--- config.mk ---
export PLATFORM = sky130hd
export DESIGN_NAME = readBufferTop
export DESIGN_NICKNAME = d
export VERILOG_FILES = /design/src/rbufTypesPkg.sv /design/src/rankWindowPkg.sv /design/src/requestDirectory.sv /design/src/burstDataBuffer.sv /design/src/rankWindow.sv /design/src/bufferControl.sv /design/src/readBufferTop.sv
export VERILOG_INCLUDE_DIRS = /design/src /design/src/src
export SDC_FILE = /design/constraint.sdc
export NUM_CORES = 2
export LEC_CHECK = 0
export BUFFER_PORTS_ARGS = -buffer_cell sky130_fd_sc_hd__buf_2
export CAP_MARGIN = 0
export CORE_MARGIN = 10
export CORE_UTILIZATION = 64
export CTS_CLUSTER_DIAMETER = 50
export CTS_CLUSTER_SIZE = 24
export DETAILED_ROUTE_END_ITERATION = 10
export PLACE_DENSITY_LB_ADDON = 0.12
export SLEW_MARGIN = 20
export SYNTH_ARGS = -nofsm -noshare
export SYNTH_HDL_FRONTEND = slang
export SYNTH_MEMORY_MAX_BITS = 65536
export SYNTH_SLANG_ARGS = --single-unit
--- constraint.sdc ---
create_clock -name clk -period 9 [get_ports clk]
set_input_delay 0.9 -clock clk [delete_from_list [all_inputs] [get_ports clk]]
set_output_delay 0.9 -clock clk [all_outputs]
set_load 0.005 [all_outputs]
--- src/rbuf_cfg.svh ---
`ifndef RBUF_CFG_SVH
`define RBUF_CFG_SVH

// Buffer entries, one per outstanding read
`define RBUF_ENTRIES 8

// Beats per DRAM burst
`define RBUF_BURST 8

// Ranks behind the PHY
`define RBUF_RANKS 4

// Width of one data beat on the DQ bus
`define RBUF_DATA_W 64

// Request ID width from the scheduler
`define RBUF_ID_W 8

`endif

--- src/rbufTypesPkg.sv ---
`include "rbuf_cfg.svh"

package rbufTypesPkg;

    // Index of one buffer entry
    typedef logic [$clog2(`RBUF_ENTRIES)-1:0] entryIdx;

    // One flag per buffer entry
    typedef logic [`RBUF_ENTRIES-1:0] entryVec;

    // Beat position inside a burst
    typedef logic [$clog2(`RBUF_BURST)-1:0] beatIdx;

    // Data memory address, entry in the upper bits and beat in the lower bits
    typedef logic [$clog2(`RBUF_ENTRIES*`RBUF_BURST)-1:0] slotAddr;

    // Rank number and per-rank flags
    typedef logic [$clog2(`RBUF_RANKS)-1:0] rankIdx;
    typedef logic [`RBUF_RANKS-1:0] rankVec;

    // Payload and request tag
    typedef logic [`RBUF_DATA_W-1:0] beatData;
    typedef logic [`RBUF_ID_W-1:0] reqId;

    // Occupancy, must also hold the full value
    typedef logic [$clog2(`RBUF_ENTRIES+1)-1:0] entryCount;

endpackage

--- src/rankWindowPkg.sv ---
package rankWindowPkg;

    import rbufTypesPkg::*;

    // Life of one window slot
    // Free until allocated, waiting for the PHY burst, received until served
    typedef enum logic [1:0] {
        slotFree     = 2'd0,
        slotWaiting  = 2'd1,
        slotReceived = 2'd2
    } slotState;

    // Two slots of one rank, each with the entry it points at
    typedef struct packed {
        slotState [1:0] state;
        entryIdx  [1:0] ptr;
    } windowSlots;

endpackage

--- src/requestDirectory.sv ---
`timescale 1ns/1ps

`include "rbuf_cfg.svh"

module requestDirectory (
    input  logic                  clk,
    input  logic                  rst,
    input  logic                  allocValid,
    input  rbufTypesPkg::entryIdx allocEntry,
    input  rbufTypesPkg::reqId    allocId,
    input  rbufTypesPkg::rankIdx  allocRank,
    input  logic                  serveRead,
    input  rbufTypesPkg::entryIdx serveEntry,
    output rbufTypesPkg::reqId    readDataId,
    output rbufTypesPkg::rankIdx  serveRank
);

    import rbufTypesPkg::*;

    // ID and rank of each allocated entry
    reqId   idMem   [`RBUF_ENTRIES];
    rankIdx rankMem [`RBUF_ENTRIES];

    always_ff @(posedge clk) begin
        if (allocValid) begin
            idMem[allocEntry]   <= allocId;
            rankMem[allocEntry] <= allocRank;
        end
    end

    // ID follows each beat out, same latency as the data memory
    always_ff @(posedge clk or negedge rst) begin
        if (!rst) begin
            readDataId <= '0;
        end else if (serveRead) begin
            readDataId <= idMem[serveEntry];
        end
    end

    // Rank needed in the release cycle itself
    assign serveRank = rankMem[serveEntry];

endmodule

--- src/burstDataBuffer.sv ---
`timescale 1ns/1ps

`include "rbuf_cfg.svh"

module burstDataBuffer (
    input  logic                  clk,
    input  logic                  rst,
    input  logic                  phyValid,
    input  logic                  phyLast,
    input  rbufTypesPkg::entryIdx phyEntry,
    input  rbufTypesPkg::beatData phyData,
    input  logic                  serveRead,
    input  rbufTypesPkg::entryIdx serveEntry,
    input  rbufTypesPkg::beatIdx  serveBeat,
    output rbufTypesPkg::beatData readData
);

    import rbufTypesPkg::*;

    // One burst slot of eight beats per entry
    beatData mem [`RBUF_ENTRIES * `RBUF_BURST];

    beatIdx  writeBeat;
    slotAddr writeAddr;
    slotAddr readAddr;

    assign writeAddr = {phyEntry, writeBeat};
    assign readAddr  = {serveEntry, serveBeat};

    // PHY beat position, gaps between beats allowed
    always_ff @(posedge clk or negedge rst) begin
        if (!rst) begin
            writeBeat <= '0;
        end else if (phyValid) begin
            writeBeat <= phyLast ? beatIdx'(0) : writeBeat + beatIdx'(1);
        end
    end

    always_ff @(posedge clk) begin
        if (phyValid) begin
            mem[writeAddr] <= phyData;
        end
        // Registered read, data lines up with readDataValid
        if (serveRead) begin
            readData <= mem[readAddr];
        end
    end

endmodule

--- src/rankWindow.sv ---
`timescale 1ns/1ps

`include "rbuf_cfg.svh"

module rankWindow (
    input  logic                  clk,
    input  logic                  rst,
    input  logic                  allocValid,
    input  rbufTypesPkg::rankIdx  allocRank,
    input  rbufTypesPkg::entryIdx allocEntry,
    input  logic                  phyValid,
    input  logic                  phyLast,
    input  rbufTypesPkg::rankIdx  phyTag,
    input  logic                  releaseValid,
    input  rbufTypesPkg::entryIdx releaseEntry,
    input  rbufTypesPkg::rankIdx  releaseRank,
    output rbufTypesPkg::entryIdx phyEntry,
    output logic                  doneValid,
    output rbufTypesPkg::entryIdx doneEntry,
    output rbufTypesPkg::rankVec  readRankWindowAvailable,
    output logic                  readBufferAvailable
);

    import rbufTypesPkg::*;
    import rankWindowPkg::*;

    ////////////////////
    // Window state
    ////////////////////

    // Two slots per rank
    windowSlots win [`RBUF_RANKS];
    // Per rank, which slot holds the older request
    rankVec head;

    windowSlots allocSlots;
    windowSlots phySlots;
    windowSlots relSlots;
    logic allocSlot;
    logic phySlot;
    logic relSlot;

    // Head slot is always occupied while the rank holds anything,
    // so a free head means both slots are free
    always_comb begin
        allocSlots = win[allocRank];
        if (allocSlots.state[head[allocRank]] == slotFree) begin
            allocSlot = head[allocRank];
        end else begin
            allocSlot = ~head[allocRank];
        end
    end

    // Oldest waiting slot of the tagged rank gets the PHY data
    // head may already be received and waiting on the cache
    always_comb begin
        phySlots = win[phyTag];
        if (phySlots.state[head[phyTag]] == slotWaiting) begin
            phySlot = head[phyTag];
        end else begin
            phySlot = ~head[phyTag];
        end
        phyEntry = phySlots.ptr[phySlot];
    end

    assign doneValid = phyValid && phyLast;
    assign doneEntry = phyEntry;

    // Released slot found by pointer match
    always_comb begin
        relSlots = win[releaseRank];
        relSlot  = (relSlots.state[1] == slotReceived) && (relSlots.ptr[1] == releaseEntry);
    end

    ////////////////////
    // Slot updates
    ////////////////////

    // Alloc, PHY last and release of one rank always touch different slots
    always_ff @(posedge clk or negedge rst) begin
        if (!rst) begin
            for (int r = 0; r < `RBUF_RANKS; r++) begin
                win[r] <= '0;
            end
            head <= '0;
        end else begin
            if (allocValid) begin
                win[allocRank].state[allocSlot] <= slotWaiting;
                win[allocRank].ptr[allocSlot]   <= allocEntry;
            end
            if (doneValid) begin
                win[phyTag].state[phySlot] <= slotReceived;
            end
            if (releaseValid) begin
                win[releaseRank].state[relSlot] <= slotFree;
                // Older one left, the other slot becomes the oldest
                if (relSlot == head[releaseRank]) begin
                    head[releaseRank] <= ~head[releaseRank];
                end
            end
        end
    end

    ////////////////////
    // Availability
    ////////////////////

    always_comb begin
        for (int r = 0; r < `RBUF_RANKS; r++) begin
            readRankWindowAvailable[r] = (win[r].state[0] == slotFree) ||
                                         (win[r].state[1] == slotFree);
        end
    end

    assign readBufferAvailable = |readRankWindowAvailable;

endmodule

--- src/bufferControl.sv ---
`timescale 1ns/1ps

`include "rbuf_cfg.svh"

module bufferControl (
    input  logic                    clk,
    input  logic                    rst,
    input  logic                    allocValid,
    input  logic                    doneValid,
    input  rbufTypesPkg::entryIdx   doneEntry,
    input  logic                    readDataReady,
    input  rbufTypesPkg::rankIdx    serveRank,
    output rbufTypesPkg::entryIdx   allocEntry,
    output rbufTypesPkg::entryIdx   serveEntry,
    output rbufTypesPkg::beatIdx    serveBeat,
    output logic                    serveRead,
    output logic                    releaseValid,
    output rbufTypesPkg::entryIdx   releaseEntry,
    output rbufTypesPkg::rankIdx    releaseRank,
    output logic                    readDataValid,
    output logic                    readDataLast,
    output logic                    readBufferFull,
    output rbufTypesPkg::entryCount readBufferCnt
);

    import rbufTypesPkg::*;

    localparam beatIdx lastBeat = beatIdx'(`RBUF_BURST - 1);

    // Lowest set bit of an entry vector, zero when none is set
    function automatic entryIdx lowestSet(input entryVec vec);
        entryIdx idx;
        idx = '0;
        for (int i = `RBUF_ENTRIES - 1; i >= 0; i--) begin
            if (vec[i]) begin
                idx = entryIdx'(i);
            end
        end
        return idx;
    endfunction

    ////////////////////
    // Entry tracking
    ////////////////////

    // Set bit means entry not allocated
    entryVec freeVec;
    // Set bit means whole burst is in the data memory
    entryVec recvVec;

    // Serve pointer stays locked on one entry for a whole burst
    logic    serveLock;
    entryIdx servePtr;
    entryIdx serveCand;
    logic    serveLastBeat;

    assign allocEntry = lowestSet(freeVec);
    assign serveCand  = lowestSet(recvVec);

    // Locked entry wins over a lower entry that just became ready
    assign serveEntry    = serveLock ? servePtr : serveCand;
    assign serveRead     = readDataReady && (serveLock || (|recvVec));
    assign serveLastBeat = (serveBeat == lastBeat);

    // Release once the eighth beat leaves the memory
    assign releaseValid = serveRead && serveLastBeat;
    assign releaseEntry = serveEntry;
    assign releaseRank  = serveRank;

    always_ff @(posedge clk or negedge rst) begin
        if (!rst) begin
            freeVec <= '1;
            recvVec <= '0;
        end else begin
            if (allocValid) begin
                freeVec[allocEntry] <= 1'b0;
            end
            // Last PHY beat seen at this edge
            if (doneValid) begin
                recvVec[doneEntry] <= 1'b1;
            end
            if (releaseValid) begin
                freeVec[releaseEntry] <= 1'b1;
                recvVec[releaseEntry] <= 1'b0;
            end
        end
    end

    ////////////////////
    // Serve sequencing
    ////////////////////

    // Beat counter only moves on a read, so back-pressure holds the position
    always_ff @(posedge clk or negedge rst) begin
        if (!rst) begin
            serveLock     <= 1'b0;
            servePtr      <= '0;
            serveBeat     <= '0;
            readDataValid <= 1'b0;
            readDataLast  <= 1'b0;
        end else begin
            readDataValid <= serveRead;
            readDataLast  <= serveRead && serveLastBeat;
            if (serveRead) begin
                if (serveLastBeat) begin
                    serveLock <= 1'b0;
                    serveBeat <= '0;
                end else begin
                    serveLock <= 1'b1;
                    servePtr  <= serveEntry;
                    serveBeat <= serveBeat + beatIdx'(1);
                end
            end
        end
    end

    ////////////////////
    // Occupancy
    ////////////////////

    always_comb begin
        readBufferCnt = '0;
        for (int i = 0; i < `RBUF_ENTRIES; i++) begin
            if (!freeVec[i]) begin
                readBufferCnt = readBufferCnt + entryCount'(1);
            end
        end
    end

    // No free entry left
    assign readBufferFull = ~(|freeVec);

endmodule

--- src/readBufferTop.sv ---
`timescale 1ns/1ps

module readBufferTop (
    input  logic                   clk,
    input  logic                   rst,
    // Scheduler allocation
    input  logic                   allocValid,
    input  rbufTypesPkg::reqId     allocId,
    input  rbufTypesPkg::rankIdx   allocRank,
    // PHY read data
    input  logic                   phyValid,
    input  logic                   phyLast,
    input  rbufTypesPkg::rankIdx   phyTag,
    input  rbufTypesPkg::beatData  phyData,
    // Cache side
    input  logic                   readDataReady,
    output rbufTypesPkg::beatData  readData,
    output rbufTypesPkg::reqId     readDataId,
    output logic                   readDataValid,
    output logic                   readDataLast,
    // Status back to the scheduler
    output logic                   readBufferFull,
    output logic                   readBufferAvailable,
    output rbufTypesPkg::rankVec   readRankWindowAvailable,
    output rbufTypesPkg::entryCount readBufferCnt
);

    import rbufTypesPkg::*;

    ////////////////////
    // Internal wiring
    ////////////////////

    // Allocation target
    entryIdx allocEntry;

    // Serve path
    entryIdx serveEntry;
    beatIdx  serveBeat;
    logic    serveRead;
    rankIdx  serveRank;

    // Entry release after the last served beat
    logic    releaseValid;
    entryIdx releaseEntry;
    rankIdx  releaseRank;

    // PHY side matching
    entryIdx phyEntry;
    logic    doneValid;
    entryIdx doneEntry;

    ////////////////////
    // Blocks
    ////////////////////

    bufferControl control (
        .clk            (clk),
        .rst            (rst),
        .allocValid     (allocValid),
        .doneValid      (doneValid),
        .doneEntry      (doneEntry),
        .readDataReady  (readDataReady),
        .serveRank      (serveRank),
        .allocEntry     (allocEntry),
        .serveEntry     (serveEntry),
        .serveBeat      (serveBeat),
        .serveRead      (serveRead),
        .releaseValid   (releaseValid),
        .releaseEntry   (releaseEntry),
        .releaseRank    (releaseRank),
        .readDataValid  (readDataValid),
        .readDataLast   (readDataLast),
        .readBufferFull (readBufferFull),
        .readBufferCnt  (readBufferCnt)
    );

    rankWindow window (
        .clk                     (clk),
        .rst                     (rst),
        .allocValid              (allocValid),
        .allocRank               (allocRank),
        .allocEntry              (allocEntry),
        .phyValid                (phyValid),
        .phyLast                 (phyLast),
        .phyTag                  (phyTag),
        .releaseValid            (releaseValid),
        .releaseEntry            (releaseEntry),
        .releaseRank             (releaseRank),
        .phyEntry                (phyEntry),
        .doneValid               (doneValid),
        .doneEntry               (doneEntry),
        .readRankWindowAvailable (readRankWindowAvailable),
        .readBufferAvailable     (readBufferAvailable)
    );

    requestDirectory directory (
        .clk        (clk),
        .rst        (rst),
        .allocValid (allocValid),
        .allocEntry (allocEntry),
        .allocId    (allocId),
        .allocRank  (allocRank),
        .serveRead  (serveRead),
        .serveEntry (serveEntry),
        .readDataId (readDataId),
        .serveRank  (serveRank)
    );

    burstDataBuffer dataMem (
        .clk        (clk),
        .rst        (rst),
        .phyValid   (phyValid),
        .phyLast    (phyLast),
        .phyEntry   (phyEntry),
        .phyData    (phyData),
        .serveRead  (serveRead),
        .serveEntry (serveEntry),
        .serveBeat  (serveBeat),
        .readData   (readData)
    );

endmodule

== Word level (Yosys, flattened, before mapping) ==
Memories as Yosys holds them, arrays and structs flattened. A register that Yosys moved wholly into a read port is not among the register bits.
Index checks and enable logic that the tools add are counted.

* Bits in registers: 72
* Memory bits (writable): 4176
* Memories: 3
* Input bits: 82
* Output and inout bits: 84
* Logic and storage cells: 205

{| class="wikitable"
|+ Memory list
! memory !! words !! width !! rd ports !! clocked after Yosys merged registers in !! wr ports !! RTL line !! source
|-
| dataMem.mem || 64 || 64 || 1 || 1 || 1 || burstDataBuffer.sv:21 || <nowiki>beatData mem [`RBUF_ENTRIES * `RBUF_BURST];</nowiki>
|-
| directory.idMem || 8 || 8 || 1 || 1 || 1 || requestDirectory.sv:21 || <nowiki>reqId idMem [`RBUF_ENTRIES];</nowiki>
|-
| directory.rankMem || 8 || 2 || 1 || 0 || 1 || requestDirectory.sv:22 || <nowiki>rankIdx rankMem [`RBUF_ENTRIES];</nowiki>
|}

* Bitwise logic cells: 14
* Magnitude comparators: 24
* $add $sub $neg: 9
* Reductions and logical operators: 34
* Equality and inequality tests: 5
* Multiplexer cells: 91

{| class="wikitable"
|+ Operator list
! cell !! count
|-
| 40-bit bitwise mux || 4
|-
| 40-bit two-way mux || 3
|-
| 10-bit two-way mux || 9
|-
| 10-bit demux with 2-bit select || 4
|-
| 3-bit two-way mux || 22
|-
| 10-bit binary-select mux with 2-bit select || 3
|-
| 8-bit two-way mux || 4
|-
| 4-bit two-way mux || 7
|-
| 4-bit by 1-bit adder with 4-bit output (second input constant) || 6
|-
| 2-bit logical NOT || 9
|-
| 8-bit AND || 2
|-
| 8-bit inverter || 2
|-
| 8-bit bitwise OR || 2
|-
| 8-bit OR reduction || 2
|-
| 1-bit two-way mux || 15
|-
| 1-bit logical AND || 14
|-
| 2-bit two-way mux || 7
|-
| 3-bit by 4-bit less-than comparator with 1-bit output (second input constant) || 3
|-
| 1-bit by 2-bit less-than comparator with 1-bit output (second input constant) || 5
|-
| 1-bit demux with 3-bit select || 3
|-
| 3-bit by 1-bit >= comparator with 1-bit output (second input constant) || 3
|-
| 3-bit >= comparator (second input constant) || 3
|-
| 2-bit by 3-bit less-than comparator with 1-bit output (second input constant) || 3
|-
| 3-bit by 1-bit less-than comparator with 1-bit output (second input constant) || 3
|-
| 21 further kinds || 39
|}

== Logic depth before layout (Yosys ltp) ==
An unclocked memory read counts as a cell.

* Depth after elaboration: 24
* Gate-level depth with buffers: 20
* Gate-level depth less buffers: 20

== By module ==
Synthesis repeated with hierarchy kept, for this count alone.

* Cells, all modules: 7136
* Area, all modules: 164313.8 um^2

{| class="wikitable"
|+ Modules (own cells, without submodules)
! module !! instances !! cells each !! seq. area each (um^2) !! area each (um^2)
|-
| burstDataBuffer || 1 || 6530 || 124994.9 || 156532.6
|-
| requestDirectory || 1 || 192 || 2602.5 || 3465.8
|-
| rankWindow || 1 || 217 || 1101.1 || 2551.2
|-
| bufferControl || 1 || 197 || 635.6 || 1764.2
|}

== Least setup slack after synthesis ==
OpenSTA, ideal clock, no wires.

* Kind: input to register
* Start point: in phyTag[0]
* End point: mem dataMem.mem[55][0] (netlist name), enable pin
* Required time: 8513 ps
* Library setup time: 487 ps
* Stages on the path: 8
* Path buffers: 2
* Path slack: 2802 ps
* Data arrival time: 5711 ps
* Path through: clkbuf_1 > mux4_2 > mux4_2 > mux2i_1 > nor2b_1 > nand2b_1 > clkbuf_1 > nor2_1

* Longest elaborated chain between the ends: 10
* Elaborated cells on any way between the ends: 13
* Those cells by class: eq/ne (1); mux (10); bitwise (2)

{| class="wikitable"
|+ Ends and longest elaborated chain
! what !! RTL line !! source
|-
| start, declared || readBufferTop.sv:13 || <nowiki>input rbufTypesPkg::rankIdx phyTag,</nowiki>
|-
| 2-bit inverter with 3-bit output (implied by the code) || rankWindow.sv:57 || <nowiki>phySlots = win[phyTag];</nowiki>
|-
| 10-bit binary-select mux with 2-bit select || rankWindow.sv:57 ||
|-
| 10-bit two-way mux (implied by the code) (2 in series) || rankWindow.sv:57 ||
|-
| 2-bit two-way mux (implied by the code) (2 in series) || rankWindow.sv:58 || <nowiki>if (phySlots.state[head[phyTag]] == slotWaiting) begin</nowiki>
|-
| 2-bit by 1-bit == test with 1-bit output || rankWindow.sv:58 ||
|-
| 1-bit two-way mux || rankWindow.sv:58 ||
|-
| 3-bit two-way mux (implied by the code) * (2 in series) || rankWindow.sv:63 || <nowiki>phyEntry = phySlots.ptr[phySlot];</nowiki>
|-
| end, declared || burstDataBuffer.sv:21 ||
|}

Every way passes the cells marked *; elsewhere a longest branch is shown, timed or not. The select of a mux whose other input is x is not followed.

== Final worst setup path ==
* Start point: reg control.freeVec[0]
* End point: out readBufferCnt[2]

* Longest elaborated chain between the ends: 15

{| class="wikitable"
|+ Ends and longest elaborated chain
! what !! RTL line !! source
|-
| start, declared || bufferControl.sv:47 || <nowiki>entryVec freeVec;</nowiki>
|-
| start signal, assigned || bufferControl.sv:72 || <nowiki>freeVec <= '1;</nowiki>
|-
| start signal, assigned by index || bufferControl.sv:76 || <nowiki>freeVec[allocEntry] <= 1'b0;</nowiki>
|-
| start signal, assigned by index || bufferControl.sv:83 || <nowiki>freeVec[releaseEntry] <= 1'b1;</nowiki>
|-
| 1-bit two-way mux * || bufferControl.sv:124 || <nowiki>if (!freeVec[i]) begin</nowiki>
|-
| 1-bit by 1-bit adder with 2-bit output || bufferControl.sv:125 || <nowiki>readBufferCnt = readBufferCnt + entryCount'(1);</nowiki>
|-
| 4-bit two-way mux * || bufferControl.sv:124 ||
|-
| 4-bit by 1-bit adder with 4-bit output || bufferControl.sv:125 ||
|-
| 4-bit two-way mux * || bufferControl.sv:124 ||
|-
| 4-bit by 1-bit adder with 4-bit output || bufferControl.sv:125 ||
|-
| 4-bit two-way mux * || bufferControl.sv:124 ||
|-
| 4-bit by 1-bit adder with 4-bit output || bufferControl.sv:125 ||
|-
| 4-bit two-way mux * || bufferControl.sv:124 ||
|-
| 4-bit by 1-bit adder with 4-bit output || bufferControl.sv:125 ||
|-
| 4-bit two-way mux * || bufferControl.sv:124 ||
|-
| 4-bit by 1-bit adder with 4-bit output || bufferControl.sv:125 ||
|-
| 4-bit two-way mux * || bufferControl.sv:124 ||
|-
| 4-bit by 1-bit adder with 4-bit output || bufferControl.sv:125 ||
|-
| 4-bit two-way mux * || bufferControl.sv:124 ||
|-
| end, declared || readBufferTop.sv:25 || <nowiki>output rbufTypesPkg::entryCount readBufferCnt</nowiki>
|}

Every way passes the cells marked *; elsewhere a longest branch is shown, timed or not.

==> reports/qor.yml <==
outcome:
  run_status: "finished clean"
grt:
  grt-ovfl-total: 0
  grt_max_degree: 129
  grt_util_met1: 0.427
  grt_pass1_vias: 77621
  grt_busiest_layer: "met2"
  grtUsageTotal: 0.298
  grt_pass1_wl_mm: 590
  gr-usage-met3: 0.0582
  antenna_found_initial: 18
  grt_use_met2: 0.472
routing:
  final_antenna_net_count: 0
  dr.pass1.iters: 6
  wl_per_cell_microns: 38.1
  viasPerCell: 7.14
  remaining_drc_errors: 0
  drt_iter0_markers: 11837
  vias: 77351
  totalWireLength_mm: 412
setup_path:
  worst-setup-path-type: "register to primary output"
  end_kind: "primary output"
  critPathRequiredTime_ns: 8.10
  worstPathArrival_ns: 5.19
  r2r-start: "window.head[3]"
  path_max_fanout: 4
  crit_start: "control.freeVec[0]"
  cp-start-kind: "register"
timing:
  fmax_mhz: 164
  finalCritPeriodShare: 0.677
  whs_ns: 0.229
  tns_ns: 0
  finalCriticalPeriod_ns: 6.09
  tightest_slew_ns: 1.18
  rsz0062_at_grt: "false"
  final_hold_viol_count: 0
  slew_violations: 0
  slew_headroom: 0.212
  finalClockSkew_ns: 0.0560
  setup_viol: 0
placed_design:
  dp.cells: 10174
  detailed_place_hpwl_mm: 226
  routabilityCongestion: 0.835
  place_area_sq_um: 171000
  port_buffers: 165
synthesis:
  synthArstFlopShare: 0.0185
  synth_top_area_frac: 0.775
  ys_warn_count: 0
  syn_nets: 6831
  syn_avg_cell_area_sq_um: 24.4
  synth.area.top_cells: "edfxtp_1, mux4_2, dfrtp_1"
  ys_types: 70
  synth_commonest_cells: "edfxtp_1, mux4_2, clkbuf_1, nand2_1, a22oi_1"
  syn_area_sq_um: 164000
  synth_edf_count: 4240
  synthCells: 6739
  yosys.area.top_type: "edfxtp_1"
  seq_area_frac_synth: 0.787
  ys_seq_elements: 4320
  ys.flop_type: "edfxtp_1"
  synth_most_common_cell: "edfxtp_1"
die:
  die_x_microns: 527
  core-area_sq_um: 255000
  top_level_ports: 166
  fp.dieH_microns: 527
  rows: 185
  start_util: 0.645
  dieArea_sq_um: 278000
clock_tree:
  postCtsResizedCells: 0
  cts_tree: "done"
  postCtsSetupRepairBufs: 0
  holdBufCountCts: 1
  cts_buffer_depth: 4
  clock_latency_ns: 0.99
  cts.sinks: 4320
  clockRootBuffer: "clkbuf_16"
  htreeDepth: 5
  clk_pin_slew_ns: 0.07
  cts_buffers: 356
power:
  p_leak_nw: 57.4
  peakVddDrop_uv: 294
  pwr-share-comb: 0.234
  pwr-share-clk: 0.311
  power.internal_w: 0.0366
  p_sw_w: 0.0155
  total_power_w: 0.0521
  cellPowerDensity_nw_per_um2: 284
  switching_share: 0.298
  power_frac_seq: 0.455
finish:
  drive_above_1_share: 0.330
  fin_nets: 7260
  areaGrowthSynthToFinish_pct: 11.5
  design_area_sq_um: 183000
  fin_cells: 10831
min_path:
  hp-class: "primary input to register"
  min_from: "allocId[6]"
run:
  drv_cap: 0
## registers in the layout, summed over array words and instances (netlist names)
register and count:
dataMem.writeBeat 3, directory.rankMem 16, window.head 4, control.serveLock 1
dataMem.readData 64, control.servePtr 3, directory.idMem 64, control.recvVec 8
dataMem.mem 4096, directory.readDataId 8, control.readDataValid 1, control.serveBeat 3
control.freeVec 8, control.readDataLast 1, window.win 40
## placed cells by master, fill, tap and decap left out, types with 16 or more instances in the layout
cell type / synthesis / routed
a22oi_1: 136 / 136
buf_4: 0 / 247
inv_12: 0 / 34
nor2_1: 117 / 50
o21ai_0: 22 / 22
mux4_2: 1290 / 1290
inv_6: 0 / 50
nand2_1: 170 / 170
a21oi_1: 26 / 26
clkinv_1: 0 / 16
inv_8: 0 / 43
mux2_2: 25 / 25
buf_12: 0 / 26
dfrtp_1: 72 / 69
edfxtp_1: 4240 / 4240
clkinv_8: 0 / 45
clkbuf_16: 0 / 360
nand3_1: 45 / 44
nor2_4: 0 / 64
inv_1: 35 / 34
clkinvlp_4: 0 / 26
clkinv_2: 0 / 25
buf_2: 25 / 145
## area by class of cell
cell class,count,area (sq um)
antenna,15,37.5
clock inverter,273,3260
clock buffer,367,9040
sequential,4320,129000
inverter,35,136
timing repair buffer,421,3170
multi-input combinational,2034,34100
tap,3366,4210
fill,14047,71500
## worst paths after layout
| check | slack (ns) | cells after the start | end |
|---|---|---|---|
| worst max-delay path | 2.91 | 20 | readBufferCnt[2] |
| worst min-delay path | 0.23 | 1 | directory.idMem[0][6] |
| worst max register to register | 3.86 | 7 | dataMem.mem[11][42] |
| worst min register to register | 0.49 | 2 | window.win[30] |
| max in group asynchronous | 7.34 | 3 | control.serveBeat[2] |
| min in group asynchronous | 0.43 | 2 | directory.readDataId[7] |
## kinds of logic after synthesis
family | count (synthesis) | share of synthesized area
DFF | 4320 | 0.787
muxes | 1327 | 0.179
and+or+nand+nor | 414 | 0.0114
buffers and inverters | 385 | 0.00898
AOI/OAI and AO/OA | 265 | 0.0119
xor gates and xnor gates | 18 | 0.000959
adders and majority gates | 10 | 0.000761
## per-stage QoR
stage | util | setup WS (ns)
finish | 0.719 | 2.91
CTS | 0.719 | 2.91
global placement | 0.670 | 3.03
floorplan | - | 2.80
detailed placement | 0.671 | 2.95
global route | 0.719 | 2.58
## critical path, stage by stage (launching register included)
cell	delay, ns
dfstp_2	0.56
inv_1	0.07
ha_1	0.33
xnor2_1	0.25
ha_1	0.28
mux2i_1	0.25
inv_1	0.08
ha_1	0.30
nor2_1	0.05
a21oi_1	0.17
ha_1	0.26
mux2i_1	0.25
inv_1	0.10
ha_1	0.29
nor2_1	0.04
a21oi_1	0.23
ha_1	0.20
nand2b_1	0.07
xnor2_1	0.20
xnor2_1	0.13
buf_2	0.13
## layer usage
metal  wire length (microns)  share of wire
met1                  151000           0.37
met4                   17300          0.042
met2                  201000           0.49
met5                      67        0.00016
met3                   42600           0.10
## power by group through the flow
stage | Clock [W] | Combinational [W] | Sequential [W]
finish | 0.0162 | 0.0122 | 0.0237
global route | 0.0171 | 0.0127 | 0.0238
detailed placement | 0 | 0.0122 | 0.0241
global placement | 0 | 0.0121 | 0.0241
CTS | 0.0164 | 0.0123 | 0.0237
floorplan | 0 | 0.00753 | 0.0240
Power figures use the tool's default switching activity.
